<file path="src/hw/fetch_pkg.sv">
package fetch_pkg;

    // ====================
    // Widths and sizes
    // ====================

    // Instruction, PC and immediate width
    localparam int unsigned XLEN        = 32;
    // Slots per fetch group and per decode group
    localparam int unsigned FETCH_WIDTH = 3;
    // Instruction buffer entries
    localparam int unsigned BUF_DEPTH   = 16;
    localparam int unsigned PTR_W       = 4;
    // Occupancy has to reach BUF_DEPTH itself
    localparam int unsigned OCC_W       = 5;
    // Slot count 0..3
    localparam int unsigned CNT_W       = 2;

    // First fetch address out of reset
    localparam logic [XLEN-1:0] RESET_PC = '0;

    // ====================
    // RV32I major opcodes
    // ====================

    localparam logic [6:0] OPC_BRANCH = 7'b1100011;
    localparam logic [6:0] OPC_JAL    = 7'b1101111;

    // B-type layout, immediate bits scattered around the register fields
    typedef struct packed {
        logic       imm12;
        logic [5:0] imm10_5;
        logic [4:0] rs2;
        logic [4:0] rs1;
        logic [2:0] funct3;
        logic [3:0] imm4_1;
        logic       imm11;
        logic [6:0] opcode;
    } b_fmt_t;

    // J-type layout
    typedef struct packed {
        logic       imm20;
        logic [9:0] imm10_1;
        logic       imm11;
        logic [7:0] imm19_12;
        logic [4:0] rd;
        logic [6:0] opcode;
    } j_fmt_t;

    // One instruction word, seen as branch, as jump or as plain bits
    typedef union packed {
        b_fmt_t          b_fmt;
        j_fmt_t          j_fmt;
        logic [XLEN-1:0] raw;
    } rv_inst_u;

endpackage

</file>
<file path="src/hw/fetch_group_if.sv">
`timescale 1ns/1ps

interface fetch_group_if;

    // Valid slots, always packed from slot 0 upward
    logic [fetch_pkg::CNT_W-1:0] count;
    // Buffer has room for a full group
    logic                        ready;

    // ====================
    // Per-slot payload
    // ====================

    logic [fetch_pkg::XLEN-1:0]        inst [fetch_pkg::FETCH_WIDTH];
    logic [fetch_pkg::XLEN-1:0]        pc   [fetch_pkg::FETCH_WIDTH];
    logic [fetch_pkg::XLEN-1:0]        imm  [fetch_pkg::FETCH_WIDTH];
    logic [fetch_pkg::FETCH_WIDTH-1:0] pred_taken;

    // Fetch side
    modport source (
        output count,
        output inst,
        output pc,
        output imm,
        output pred_taken,
        input  ready
    );

    // Buffer side
    modport sink (
        input  count,
        input  inst,
        input  pc,
        input  imm,
        input  pred_taken,
        output ready
    );

endinterface

</file>
<file path="src/hw/imm_predecode.sv">
`timescale 1ns/1ps

module imm_predecode (
    input  fetch_pkg::rv_inst_u         inst_i,
    output logic [fetch_pkg::XLEN-1:0]  imm_o,
    output logic                        taken_o
);

    // Major opcode, same position in every format
    logic [6:0] opcode;

    assign opcode = inst_i.raw[6:0];

    // ====================
    // Immediate and static prediction
    // ====================

    always_comb begin
        imm_o   = '0;
        taken_o = 1'b0;
        case (opcode)
            fetch_pkg::OPC_BRANCH: begin
                // 13-bit offset, bit 0 implied zero
                imm_o = {
                    {19{inst_i.b_fmt.imm12}},
                    inst_i.b_fmt.imm12,
                    inst_i.b_fmt.imm11,
                    inst_i.b_fmt.imm10_5,
                    inst_i.b_fmt.imm4_1,
                    1'b0
                };
                // Backward branch assumed to close a loop
                taken_o = inst_i.b_fmt.imm12;
            end
            fetch_pkg::OPC_JAL: begin
                // 21-bit offset
                imm_o = {
                    {11{inst_i.j_fmt.imm20}},
                    inst_i.j_fmt.imm20,
                    inst_i.j_fmt.imm19_12,
                    inst_i.j_fmt.imm11,
                    inst_i.j_fmt.imm10_1,
                    1'b0
                };
                // Unconditional
                taken_o = 1'b1;
            end
            default: begin
                // Not a control transfer, nothing to predict
                imm_o   = '0;
                taken_o = 1'b0;
            end
        endcase
    end

endmodule

</file>
<file path="src/hw/multi_fetch.sv">
`timescale 1ns/1ps

module multi_fetch (
    input  logic                        clk_i,
    input  logic                        rst_n_i,
    input  logic                        redirect_i,
    input  logic [fetch_pkg::XLEN-1:0]  redirect_pc_i,
    output logic [fetch_pkg::XLEN-1:0]  inst_addr_0_o,
    output logic [fetch_pkg::XLEN-1:0]  inst_addr_1_o,
    output logic [fetch_pkg::XLEN-1:0]  inst_addr_2_o,
    input  logic [fetch_pkg::XLEN-1:0]  instruction_0_i,
    input  logic [fetch_pkg::XLEN-1:0]  instruction_1_i,
    input  logic [fetch_pkg::XLEN-1:0]  instruction_2_i,
    fetch_group_if.source               grp
);

    logic [fetch_pkg::XLEN-1:0]        pc_q;
    logic [fetch_pkg::XLEN-1:0]        next_pc;
    logic [fetch_pkg::XLEN-1:0]        slot_pc    [fetch_pkg::FETCH_WIDTH];
    logic [fetch_pkg::XLEN-1:0]        slot_inst  [fetch_pkg::FETCH_WIDTH];
    logic [fetch_pkg::XLEN-1:0]        slot_imm   [fetch_pkg::FETCH_WIDTH];
    logic [fetch_pkg::FETCH_WIDTH-1:0] slot_taken;

    // Memory returns these in the same cycle
    assign slot_inst[0] = instruction_0_i;
    assign slot_inst[1] = instruction_1_i;
    assign slot_inst[2] = instruction_2_i;

    assign inst_addr_0_o = slot_pc[0];
    assign inst_addr_1_o = slot_pc[1];
    assign inst_addr_2_o = slot_pc[2];

    // ====================
    // Slots and predecode
    // ====================

    for (genvar g = 0; g < fetch_pkg::FETCH_WIDTH; g++) begin : g_slot
        // Consecutive words from the group PC
        assign slot_pc[g] = pc_q + fetch_pkg::XLEN'(4 * g);

        imm_predecode imm_predecode_i (
            .inst_i  (slot_inst[g]),
            .imm_o   (slot_imm[g]),
            .taken_o (slot_taken[g])
        );

        assign grp.inst[g] = slot_inst[g];
        assign grp.pc[g]   = slot_pc[g];
        assign grp.imm[g]  = slot_imm[g];
    end

    assign grp.pred_taken = slot_taken;

    // Cut after the first taken slot and steer to its target
    always_comb begin
        grp.count = fetch_pkg::CNT_W'(fetch_pkg::FETCH_WIDTH);
        next_pc   = pc_q + fetch_pkg::XLEN'(4 * fetch_pkg::FETCH_WIDTH);
        if (slot_taken[0]) begin
            grp.count = fetch_pkg::CNT_W'(1);
            next_pc   = slot_pc[0] + slot_imm[0];
        end else if (slot_taken[1]) begin
            grp.count = fetch_pkg::CNT_W'(2);
            next_pc   = slot_pc[1] + slot_imm[1];
        end else if (slot_taken[2]) begin
            next_pc   = slot_pc[2] + slot_imm[2];
        end
    end

    // ====================
    // PC register
    // ====================

    // Redirect first, else advance only on an accepted group
    always_ff @(posedge clk_i) begin
        if (!rst_n_i) begin
            pc_q <= fetch_pkg::RESET_PC;
        end else if (redirect_i) begin
            pc_q <= redirect_pc_i;
        end else if (grp.ready) begin
            pc_q <= next_pc;
        end
    end

    // Targets and redirects must both land on word boundaries
    a_pc_aligned : assert property (@(posedge clk_i) disable iff (!rst_n_i)
        pc_q[1:0] == 2'b00);

endmodule

</file>
<file path="src/flat_wrapper.sv">
// flat-port wrapper written by rule: the top's interface ports become plain ports
module multi_fetch_flat 
  (clk_i, rst_n_i, redirect_i, redirect_pc_i, inst_addr_0_o, inst_addr_1_o, inst_addr_2_o, instruction_0_i, instruction_1_i, instruction_2_i, grp_count, grp_inst, grp_pc, grp_imm, grp_pred_taken, grp_ready);
  fetch_group_if grp_i ();
  input  logic clk_i;
  input  logic rst_n_i;
  input  logic redirect_i;
  input  logic [fetch_pkg::XLEN-1:0] redirect_pc_i;
  output logic [fetch_pkg::XLEN-1:0] inst_addr_0_o;
  output logic [fetch_pkg::XLEN-1:0] inst_addr_1_o;
  output logic [fetch_pkg::XLEN-1:0] inst_addr_2_o;
  input  logic [fetch_pkg::XLEN-1:0] instruction_0_i;
  input  logic [fetch_pkg::XLEN-1:0] instruction_1_i;
  input  logic [fetch_pkg::XLEN-1:0] instruction_2_i;
  output wire logic [$bits(grp_i.count)-1:0] grp_count;
  output wire logic [$bits(grp_i.inst)-1:0] grp_inst;
  output wire logic [$bits(grp_i.pc)-1:0] grp_pc;
  output wire logic [$bits(grp_i.imm)-1:0] grp_imm;
  output wire logic [$bits(grp_i.pred_taken)-1:0] grp_pred_taken;
  input wire logic [$bits(grp_i.ready)-1:0] grp_ready;
  assign grp_count = grp_i.count;
  assign grp_inst = {>>{grp_i.inst}};
  assign grp_pc = {>>{grp_i.pc}};
  assign grp_imm = {>>{grp_i.imm}};
  assign grp_pred_taken = grp_i.pred_taken;
  assign grp_i.ready = grp_ready;
  multi_fetch u_core (.clk_i(clk_i), .rst_n_i(rst_n_i), .redirect_i(redirect_i), .redirect_pc_i(redirect_pc_i), .inst_addr_0_o(inst_addr_0_o), .inst_addr_1_o(inst_addr_1_o), .inst_addr_2_o(inst_addr_2_o), .instruction_0_i(instruction_0_i), .instruction_1_i(instruction_1_i), .instruction_2_i(instruction_2_i), .grp(grp_i));
endmodule
</file>
<file path="config.mk">
export PLATFORM = sky130hd
export DESIGN_NAME = multi_fetch_flat
export DESIGN_NICKNAME = d
export VERILOG_FILES = /design/src/hw/fetch_pkg.sv /design/src/hw/fetch_group_if.sv /design/src/hw/imm_predecode.sv /design/src/hw/multi_fetch.sv /design/src/flat_wrapper.sv
export SDC_FILE = /design/constraint.sdc
export NUM_CORES = 1
export LEC_CHECK = 0
export BUFFER_PORTS_ARGS = -buffer_cell sky130_fd_sc_hd__buf_2
export CAP_MARGIN = 30
export CORE_AREA = 5 5 200 202
export CTS_CLUSTER_SIZE = 10
export DETAILED_ROUTE_END_ITERATION = 16
export DIE_AREA = 0 0 205 207
export GPL_TIMING_DRIVEN = 0
export PLACE_DENSITY_LB_ADDON = 0.2
export RECOVER_POWER = 50
export SKIP_CTS_REPAIR_TIMING = 1
export SYNTH_ARGS = -nofsm -noshare
export SYNTH_HDL_FRONTEND = slang
export SYNTH_HIERARCHICAL = 1
export SYNTH_SLANG_ARGS = --single-unit
</file>
<file path="constraint.sdc">
create_clock -name clk_i -period 5.1 [get_ports clk_i]
set_clock_uncertainty 0.2 [all_clocks]
set_input_delay 0.765 -clock clk_i [delete_from_list [all_inputs] [get_ports clk_i]]
set_output_delay 0.765 -clock clk_i [all_outputs]
set_load 0.02 [all_outputs]
</file>
* Word-level counts from Yosys, hierarchy flattened *
Index checks and enable logic that the tools add are counted.

storage, ports and cells
  register bits after elaboration = 32
  RAM bits = 0
  bits of input ports = 132
  ROM bits = 0
  bits in latches = 0
  memories = 0

operators by class
  equal/unequal tests = 6
  mux-type cells = 13
  divide/modulo/power cells = 0
  $mul = 0
  reduce and logical (&&, ||, !) cells = 1
  shifts and indexed selects = 0
  add/sub/neg operators = 6
  magnitude comparators = 0
  bitwise gates (word level) = 0

operators with widths
  operator                                                         number
  32-bit one-hot mux with 2 select lines                           3
  32-bit 2-to-1 mux                                                5
  32-bit adder                                                     3
  32-bit by 4-bit adder with 32-bit output, second input constant  2
  7-bit == test, second input constant                             6
  32-bit by 3-bit adder with 32-bit output, second input constant  1
  1-bit one-hot mux with 2 select lines                            3
  2-bit 2-to-1 mux                                                 1
  2-bit nonzero test                                               1
  1-bit 2-to-1 mux                                                 1

* Longest topological paths before layout *
Gate-level depths: netlist (run 1).

  depth in word-level cells = 8
  mapped depth = 19
  depth with buffers taken out = 17

* Hierarchy *
The synthesis (run 1) kept the hierarchy.

by module, submodules not included
  module         instances  seq. area each (um^2)  area an instance (um^2)  cells each
  multi_fetch    1          640.6                  10,045.9                 1,435
  imm_predecode  3          0.0                    533.0                    73

* Worst setup path after synthesis (run 1) *
No wires, ideal clock.

  path type = input-to-reg
  start point = in instruction_0_i[4] in the netlist's numbering
  end point = reg u_core/pc_q[30] in the netlist's numbering
  data required time = 4.761 ns
  setup slack = -0.243 ns
  data arrival time = 5.004 ns
  setup time = 0.139 ns
  stages on the path = 15
  cells stage by stage = nand4b_1 > buf_2 > nor4_1 > buf_4 > ha_1 > and3_1 > clkbuf_1 > and3_1 > a41oi_1 > nand2_1 > a311oi_1 > o21ai_0 > xor2_1 > a221oi_1 > a221oi_2

between the ends
  word-level cells in the longest chain between the ends = 6
  elaborated cells on any way between the ends = 8
  classes of those cells = add/sub (1); eq/ne (2); mux (5)

ends and longest elaborated chain
  what                                      RTL line             source
  start: declaration                        flat_wrapper.sv:12   input logic [fetch_pkg::XLEN-1:0] instruction_0_i;
  7-bit == test                             imm_predecode.sv:21  case (opcode)
  32-bit one-hot mux with 2 select lines *  imm_predecode.sv:21
  net grp_imm[84]                           flat_wrapper.sv:18   output wire logic [$bits(grp_i.imm)-1:0] grp_imm;
  32-bit adder *                            multi_fetch.sv:60    next_pc = slot_pc[0] + slot_imm[0];
  32-bit 2-to-1 mux *                       multi_fetch.sv:58    if (slot_taken[0]) begin
  32-bit 2-to-1 mux *                       multi_fetch.sv:79    end else if (grp.ready) begin
  32-bit 2-to-1 mux *                       multi_fetch.sv:77    end else if (redirect_i) begin
  end signal: assignment                    multi_fetch.sv:76    pc_q <= fetch_pkg::RESET_PC;
  end signal: assignment                    multi_fetch.sv:78    pc_q <= redirect_pc_i;
  end signal: assignment                    multi_fetch.sv:80    pc_q <= next_pc;
  end: declaration                          multi_fetch.sv:17    logic [fetch_pkg::XLEN-1:0] pc_q;

Mark *: on every way through the listed nets, which the timed path passes. The rest lies on a longest branch. The select of a mux whose other input is x is not followed.
A chain may end at the register's enable or synchronous reset.

* Worst setup path after layout (run 1) *
  start point = in instruction_1_i[4] in the netlist's numbering
  end point = out grp_count[0]

between the ends
  word-level cells in the longest chain between the ends = 4
  elaborated cells on any way between the ends = 5
  classes of those cells = eq/ne (2); mux (3)

ends and longest elaborated chain
  what                                     RTL line             source
  start: declaration                       flat_wrapper.sv:13   input logic [fetch_pkg::XLEN-1:0] instruction_1_i;
  7-bit == test                            imm_predecode.sv:21
  1-bit one-hot mux with 2 select lines *  imm_predecode.sv:21
  1-bit 2-to-1 mux *                       multi_fetch.sv:61    end else if (slot_taken[1]) begin
  2-bit 2-to-1 mux *                       multi_fetch.sv:58
  end: declaration                         flat_wrapper.sv:15   output wire logic [$bits(grp_i.count)-1:0] grp_count;

Every way passes the cells marked *; elsewhere a longest branch is shown, timed or not.

==> results.yml, run 1 <==
status:
  outcome: "finished clean"
clock_network:
  cts_tree: "done"
  cts_sinks: 32
  clk_path_buf_depth: 2
  cts_root_buf: "clkbuf_16"
  htree_levels: 2
  clkTransAtPathRegs_ps: 50
  clock_latency_ps: 280
  cts_buffers: 5
die:
  chipHeight_um: 207
  die_w_um: 205
  die-area_mm2: 0.0424
  std_cell_rows: 72
  ios: 521
  start_util: 0.306
  coreArea_mm2: 0.0381
cells_and_area:
  final_common_cell: "buf_2"
  layout-drive-gt1-share: 0.333
  area_growth_pct: 29.1
  nFillCells: 4337
  top_register: "u_core/pc_q"
  multi_input_comb_area_mm2: 0.00872
  largest_reg_flops: 32
  post-route-util: 0.394
  final_cell_mix: "buf_2 (379), buf_4 (222), clkbuf_1 (216), nand2_1 (124), a21oi_1 (123)"
  nets: 2420
  reg_top3: "u_core/pc_q: 32 flops"
  seq_area_um2: 644
  fin_area_mm2: 0.0150
worst_setup_path:
  crit_cells: 9
  cp_common_cell: "buf_2"
  critPathMaxStageDelay_ps: 660
  ff2ff_path_depth: 14
  crit_slowest_cell: "nor2_1"
  critPathLaunchType: "input pin"
  worstPathMaxFanout: 10
  crit_required_ps: 4140
  rrSetupSlack_ps: 120
  regToRegEndpoint: "u_core/pc_q[29]"
  crit_buf_inv: 6
  worst_setup_path_end_kind: "primary output"
  rr_startpoint: "u_core/pc_q[6]"
  path_class: "input pin to primary output"
  cp_top_family: "buffers and inverters"
  critPathArrivalTime_ps: 4020
  crit_chain: "buf_2 > nand4b_1 > buf_2 > a211oi_1 > clkbuf_1 > clkinv_1 > nor2_1 > inv_1 > buf_2"
routing:
  antenna_left: 0
  drtPass1Iterations: 6
  vias: 14400
  via_per_inst: 5.31
  drc: 0
  routedWlPerCell_um: 22.0
  wl_um: 59400
  drt_iter0_drc: 1197
yosys:
  ys_seq_area_frac: 0.0550
  async_flop_share: 0
  synthCells: 1654
  syn_area_mm2: 0.0116
  synth_top_area_frac: 0.153
  synth_top_area_cell: "buf_4"
  ys_top_cells_by_area: "buf_4 (15%), ha_1 (11%), xnor2_1 (6.2%)"
  synth_edf_count: 0
  yosysUniqueCellTypes: 86
  ys.flop_type: "dfxtp_1"
  syn_avg_cell_area_um2: 7.04
  ys_ff_latch: 32
  synthesis.nets: 1890
  yosysWarnings: 6
hold_path:
  hp-class: "register to register"
  min_to: "u_core/pc_q[0]"
  worstHoldPathCells: 2
  min_from: "u_core/pc_q[0]"
run:
  maxCapViolCount: 0
pwr:
  total_power_uw: 1810
  peakVddDrop_v: 0.000132
  p_per_area_mw_per_mm2: 120
  p_leak_uw: 0.00734
placement:
  post_dp_cell_area_mm2: 0.0149
  port-buffer-count: 516
  pre_cts_ws_ps: -302
  dp_hpwl_um: 51200
  place_congestion: 0.945
global_route:
  grt_max_degree: 14
  antenna_found_initial: 6
  grt_pass1_vias: 13700
  grt_overflow: 0
  grtUsageTotal: 0.260
  grt_pass1_wl_um: 86500
sta:
  max_freq_mhz: 201
  holdWs_ps: 474
  tightest_slew_ps: 1030
  relSlewSlack: 0.308
  min_period_ps: 4990
  fin_crit_sh: 0.978
  finalHoldViolations: 0
  worst_slack_ps: 114
  setup_viol_count_final: 0
  drv_slew: 0
cells by family after synthesis:
family          after synthesis  synth area share
xor+xnor                    149             0.113
simple gates                509             0.220
other cells                   3          0.000967
buf+inv                     387             0.208
fa+ha+maj                   104             0.114
compound gates              467             0.287
mux                           3           0.00258
flops                        32            0.0550
worst register-to-register path, delay by kind of cell (launching register included):
family	cells	cell delay [ps]
and+or+nand+nor	4	1340
xor gates and xnor gates	1	330
buffers and inverters	1	320
adders and majority gates	1	370
AOI/OAI and AO/OA	7	1770
DFF	1	520
synth_stat cells, types with 34 or more instances:
library cell and count:
a211oi_1 40, a211oi_2 40, a21oi_1 123, buf_4 237
clkbuf_1 50, ha_1 101, inv_1 56, nand2_1 124
nand3_1 76, nor2_1 110, nor3_1 34, o21ai_0 81
xnor2_1 82, xor2_1 66
power breakdown:
group	total [uW]	internal [uW]	switching (uW)
clock	318	205	113
sequential	313	270	43.5
combinational	1180	435	742
total	1810	909	899
metrics by stage:
stage          TNS [ps]  cells
6_report              0   2707
3_3_place_gp      -9380   2688
3_5_place_dp      -1040   2691
5_1_grt            -130   2706
2_1_floorplan         0   1654
4_1_cts           -1400   2698
per-layer routing:
metal | vias up | GRT usage | part of all wire
met5 | - | 0 | 0.00022
met4 | 2 | 0.0640 | 0.029
met3 | 90 | 0.0272 | 0.069
met2 | 686 | 0.451 | 0.48
met1 | 6747 | 0.346 | 0.42
li1 | 6847 | - | -
final cells by class:
| type | instances | area share |
|---|---|---|
| Inverter | 58 | 0.0145 |
| Timing Repair Buffer | 524 | 0.162 |
| Tap cell | 518 | 0.0431 |
| Sequential cell | 32 | 0.0429 |
| Multi-Input combinational cell | 1235 | 0.580 |
| Buffer | 328 | 0.147 |
| Antenna cell | 5 | 0.000833 |
| Clock buffer | 7 | 0.0102 |
worst max path at each step:
stage	from	endpoint	slack, ps
6_report	instruction_1_i[4]	grp_count[0]	110
5_1_grt	u_core/pc_q[6]	u_core/pc_q[29]	-90
4_1_cts	u_core/pc_q[5]	u_core/pc_q[27]	-370
3_5_place_dp	u_core/pc_q[5]	u_core/pc_q[27]	-300
3_3_place_gp	instruction_1_i[4]	u_core/pc_q[29]	-1240
2_1_floorplan	instruction_1_i[4]	u_core/pc_q[29]	130
(Power assumes the default switching activity.)
==> run 2, diff against run 1 <==
- CTS_BUF_LIST: not set -> sky130_fd_sc_hd__clkbuf_16
==> results.yml, run 2 (same netlist as run 1, synthesis figures left out) <==
sta:
  finalHoldViolations: 0
  relSlewSlack: 0.308
  drv_slew: 0
  max_freq_mhz: 201
  setup_viol_count_final: 0
  holdWs_ps: 474
  tightest_slew_ps: 1030
  fin_crit_sh: 0.977
  worst_slack_ps: 117
  min_period_ps: 4980
die:
  start_util: 0.306
  ios: 521
  std_cell_rows: 72
  coreArea_mm2: 0.0381
  die_w_um: 205
  die-area_mm2: 0.0424
  chipHeight_um: 207
clock_network:
  cts_root_buf: "clkbuf_16"
  clk_path_buf_depth: 2
  cts_sinks: 32
  clkTransAtPathRegs_ps: 50
  clock_latency_ps: 280
  cts_tree: "done"
  htree_levels: 2
  cts_buffers: 5
worst_setup_path:
  crit_slowest_cell: "nor2_1"
  cp_top_family: "buffers and inverters"
  path_class: "input pin to primary output"
  endpoint: "grp_count[0]"
  ff2ff_path_depth: 14
  cp_common_cell: "buf_2"
  crit_required_ps: 4140
  critPathLaunchType: "input pin"
  crit_chain: "buf_2 > nand4b_1 > buf_2 > a211oi_1 > clkbuf_1 > clkinv_1 > nor2_1 > inv_1 > buf_2"
  critPathArrivalTime_ps: 4020
  crit_buf_inv: 6
  startpoint: "instruction_1_i[4]"
  worst_setup_path_end_kind: "primary output"
  rrSetupSlack_ps: 120
  rr_startpoint: "u_core/pc_q[6]"
  critPathMaxStageDelay_ps: 650
  crit_cells: 9
  worstPathMaxFanout: 10
  regToRegEndpoint: "u_core/pc_q[29]"
placement:
  port-buffer-count: 516
  dp_hpwl_um: 51200
  place_congestion: 0.945
  post_dp_cell_area_mm2: 0.0149
  pre_cts_ws_ps: -302
global_route:
  grtUsageTotal: 0.260
  antenna_found_initial: 6
  grt_max_degree: 14
  grt_overflow: 0
  grt_pass1_vias: 13700
  grt_pass1_wl_um: 86500
routing:
  via_per_inst: 5.30
  drc: 0
  antenna_left: 0
  vias: 14300
  wl_um: 59500
  drtPass1Iterations: 8
  drt_iter0_drc: 1197
  routedWlPerCell_um: 22.0
cells_and_area:
  largest_reg_flops: 32
  final_cell_mix: "buf_2 (379), buf_4 (222), clkbuf_1 (216), nand2_1 (124), a21oi_1 (123)"
  nets: 2420
  final_common_cell: "buf_2"
  top_register: "u_core/pc_q"
  area_growth_pct: 28.9
  layout-drive-gt1-share: 0.332
  fin_area_mm2: 0.0150
  nFillCells: 4342
  reg_top3: "u_core/pc_q: 32 flops"
pwr:
  internal_power_uw: 879
  p_switching_uw: 898
  p_comb_frac: 0.662
  p_per_area_mw_per_mm2: 118
  p_leak_uw: 0.00733
  swShare: 0.505
  p_clk_frac: 0.161
  p_seq_frac: 0.176
  peakVddDrop_v: 0.000128
run:
  maxCapViolCount: 0
hold_path:
  hp-class: "register to register"
status:
  outcome: "finished clean"
## run 2: changes by cell type in the layout (fill, tap and decap cells not counted), sizes merged
cell,previous run,this run
clkbuf,247,245
clkinv,2,4
## run 2: metal layers
layer / GRT usage / wire length, um
met1: 0.346 / 25000
met4: 0.0640 / 1700
met2: 0.451 / 28700
met3: 0.0272 / 4070
met5: 0 / 13
## run 2: worst min-delay path by stage
stage,to,startpoint,cells past startpoint
floorplan,u_core/pc_q[0],u_core/pc_q[0],2
global placement,u_core/pc_q[0],u_core/pc_q[0],2
detailed placement,u_core/pc_q[0],u_core/pc_q[0],2
CTS,u_core/pc_q[0],u_core/pc_q[0],2
global route,u_core/pc_q[2],redirect_pc_i[2],2
finish,u_core/pc_q[0],u_core/pc_q[0],2
## run 2: cell type report
cell class	count	area (um^2)	share of cell area
inverters	58	218	0.0145
repair buffers	524	2430	0.162
well taps	518	648	0.0432
multi-input cells	1235	8720	0.581
plain buffers	328	2210	0.147
clock buffers	5	125	0.00834
flip-flops and latches	32	644	0.0429
clock inverters	2	7.51	0.000500
diodes	5	12.5	0.000834
## run 2: power groups by stage
stage / clock network, uW / registers [uW] / logic [uW]
3_3_place_gp: 0 / 317 / 1180
3_5_place_dp: 0 / 317 / 1180
4_1_cts: 289 / 312 / 1190
6_report: 287 / 314 / 1180
2_1_floorplan: 0 / 320 / 759
5_1_grt: 304 / 317 / 1260
## run 2: worst min-delay path, stage by stage (launching register included)
cell and delay [ps]:
dfxtp_1 420, nor2_1 150, a211oi_1 50
## run 2: per-stage QoR
step / TNS (ps) / std cells / power (uW) / util
floorplan: 0 / 1654 / 1080 / -
global route: -130 / 2706 / 1880 / 0.394
detailed placement: -1040 / 2691 / 1500 / 0.392
finish: 0 / 2707 / 1780 / 0.394
global placement: -9380 / 2688 / 1500 / 0.391
CTS: -1400 / 2698 / 1790 / 0.395
==> run 3, diff against run 2 <==
- CORE_AREA: 5 5 200 202 -> not set
- CORE_ASPECT_RATIO: not set -> 0.75
- CORE_MARGIN: not set -> 5
- CORE_UTILIZATION: not set -> 25
- DIE_AREA: 0 0 205 207 -> not set
- GPL_TIMING_DRIVEN: 0 -> not set
==> results.yml, run 3 (same netlist as run 1, synthesis figures left out) <==
die:
  ios: 521
  chipHeight_um: 197
  std_cell_rows: 68
  die_w_um: 259
  die-area_mm2: 0.0510
  start_util: 0.253
  coreArea_mm2: 0.0460
worst_setup_path:
  crit_required_ps: 5110
  worst_setup_path_end_kind: "register"
  ff2ff_path_depth: 17
  regToRegEndpoint: "u_core/pc_q[30]"
  endpoint: "u_core/pc_q[30]"
  cp_top_family: "compound AO/OA/AOI/OAI gates"
  crit_cells: 14
  worstPathMaxFanout: 22
  crit_buf_inv: 2
  rrSetupSlack_ps: 280
  cp_common_cell: "a211oi_1"
  rr_startpoint: "u_core/pc_q[3]"
  crit_chain: "buf_2 > or3b_1 > a211oi_1 > ha_1 > a21o_1 > a211o_1 > a2111oi_2 > a211oi_1 > buf_4 > o31ai_4 > nor2_1 > nor4_1 > a221oi_1 > a221oi_2"
  critPathLaunchType: "input pin"
  path_class: "input pin to register"
  critPathMaxStageDelay_ps: 610
  crit_slowest_cell: "a211oi_1"
  startpoint: "instruction_1_i[3]"
  critPathArrivalTime_ps: 4850
sta:
  finalHoldViolations: 0
  setup_viol_count_final: 0
  rsz0062_at_grt: "false"
  min_period_ps: 4840
  relSlewSlack: 0.299
  fin_tns_setup_ps: 0
  tightest_slew_ps: 1040
  drv_slew: 0
  fin_crit_sh: 0.949
  max_freq_mhz: 207
global_route:
  grt_pass1_wl_um: 82500
  antenna_found_initial: 0
  grt_pass1_vias: 12600
  grt_max_degree: 43
  grtUsageTotal: 0.209
  grt_overflow: 0
routing:
  drtPass1Iterations: 5
  via_per_inst: 5.14
  drc: 0
  drt_iter0_drc: 856
  vias: 13300
  routedWlPerCell_um: 22.5
  wl_um: 58200
  antenna_left: 0
hold_path:
  hp-class: "register to register"
cells_and_area:
  layout-drive-gt1-share: 0.259
  fin_area_mm2: 0.0135
  reg_top3: "u_core/pc_q: 32 flops"
  largest_reg_flops: 32
  top_register: "u_core/pc_q"
  final_cell_mix: "buf_2 (349), clkbuf_1 (191), nand2_1 (124), a21oi_1 (123), nor2_1 (111)"
  nets: 2186
  diodes: 0
  final_common_cell: "buf_2"
  area_growth_pct: 15.8
clock_network:
  cts_sinks: 32
  cts_root_buf: "clkbuf_16"
  cts_tree: "done"
  clk_path_buf_depth: 2
  htree_levels: 2
  cts_buffers: 5
  clkTransAtPathRegs_ps: 60
  clock_latency_ps: 280
placement:
  place_congestion: 0.941
  dp_hpwl_um: 50100
  port-buffer-count: 517
  post_dp_cell_area_mm2: 0.0136
status:
  outcome: "finished clean"
pwr:
  peakVddDrop_v: 0.000110
  p_leak_uw: 0.00625
  total_power_uw: 1640
  p_per_area_mw_per_mm2: 122
run:
  maxCapViolCount: 0
run 3: cell types whose count changed in the layout (fill, tap and decap cells not counted), sizes merged:
cell and change:
diode -5, buf -185, inv +2, clkinv -1
clkbuf -49
run 3: metrics by stage:
stage	util	hold WS (ps)	cells	setup slack (ps)
2_1_floorplan	-	470	1654	132
3_3_place_gp	0.296	452	2573	78.9
3_5_place_dp	0.296	474	2573	78.3
4_1_cts	0.299	479	2581	56.7
5_1_grt	0.293	510	2581	59.0
6_report	0.293	478	2581	260
run 3: worst reg2reg max path, cell delays in order (launching register included):
cell and delay, ps:
dfxtp_1 330, ha_1 320, inv_1 140, nor3_2 340, nand2_1 180, nor2_1 190
xor2_2 280, ha_1 350, a21o_1 220, a211o_1 270, a2111oi_2 500, a211oi_1 180
buf_4 200, o31ai_4 390, nor2_1 120, nor4_1 200, a221oi_1 100, a221oi_2 240
run 3: worst min path at each step:
stage / startpoint / to / slack (ps) / depth (start not counted)
after global placement: u_core/pc_q[0] / u_core/pc_q[0] / 450 / 2
after CTS: u_core/pc_q[0] / u_core/pc_q[0] / 480 / 2
after detailed placement: u_core/pc_q[0] / u_core/pc_q[0] / 470 / 2
after global routing: redirect_pc_i[9] / u_core/pc_q[9] / 510 / 3
final: u_core/pc_q[0] / u_core/pc_q[0] / 480 / 2
after floorplan: u_core/pc_q[0] / u_core/pc_q[0] / 470 / 2
run 3: where the power goes:
part	internal, uW	total, uW	switching [uW]
combinational	325	1030	708
clock	176	299	123
sequential	269	312	42.8
run 3: metal layers:
metal	routed length, um	vias up	GRT usage
met5	0	-	0
met4	858	0	0.0297
met3	3630	41	0.0313
met2	26700	496	0.345
met1	26900	6359	0.297
li1	-	6365	-
run 3: cell type report:
type,count,area [um^2]
multi-input combinational,1235,8650
inverter,58,218
sequential,32,641
tap,630,788
clock inverter,3,11.3
clock buffer,5,125
fill,5262,32500
timing repair buffer,618,3050
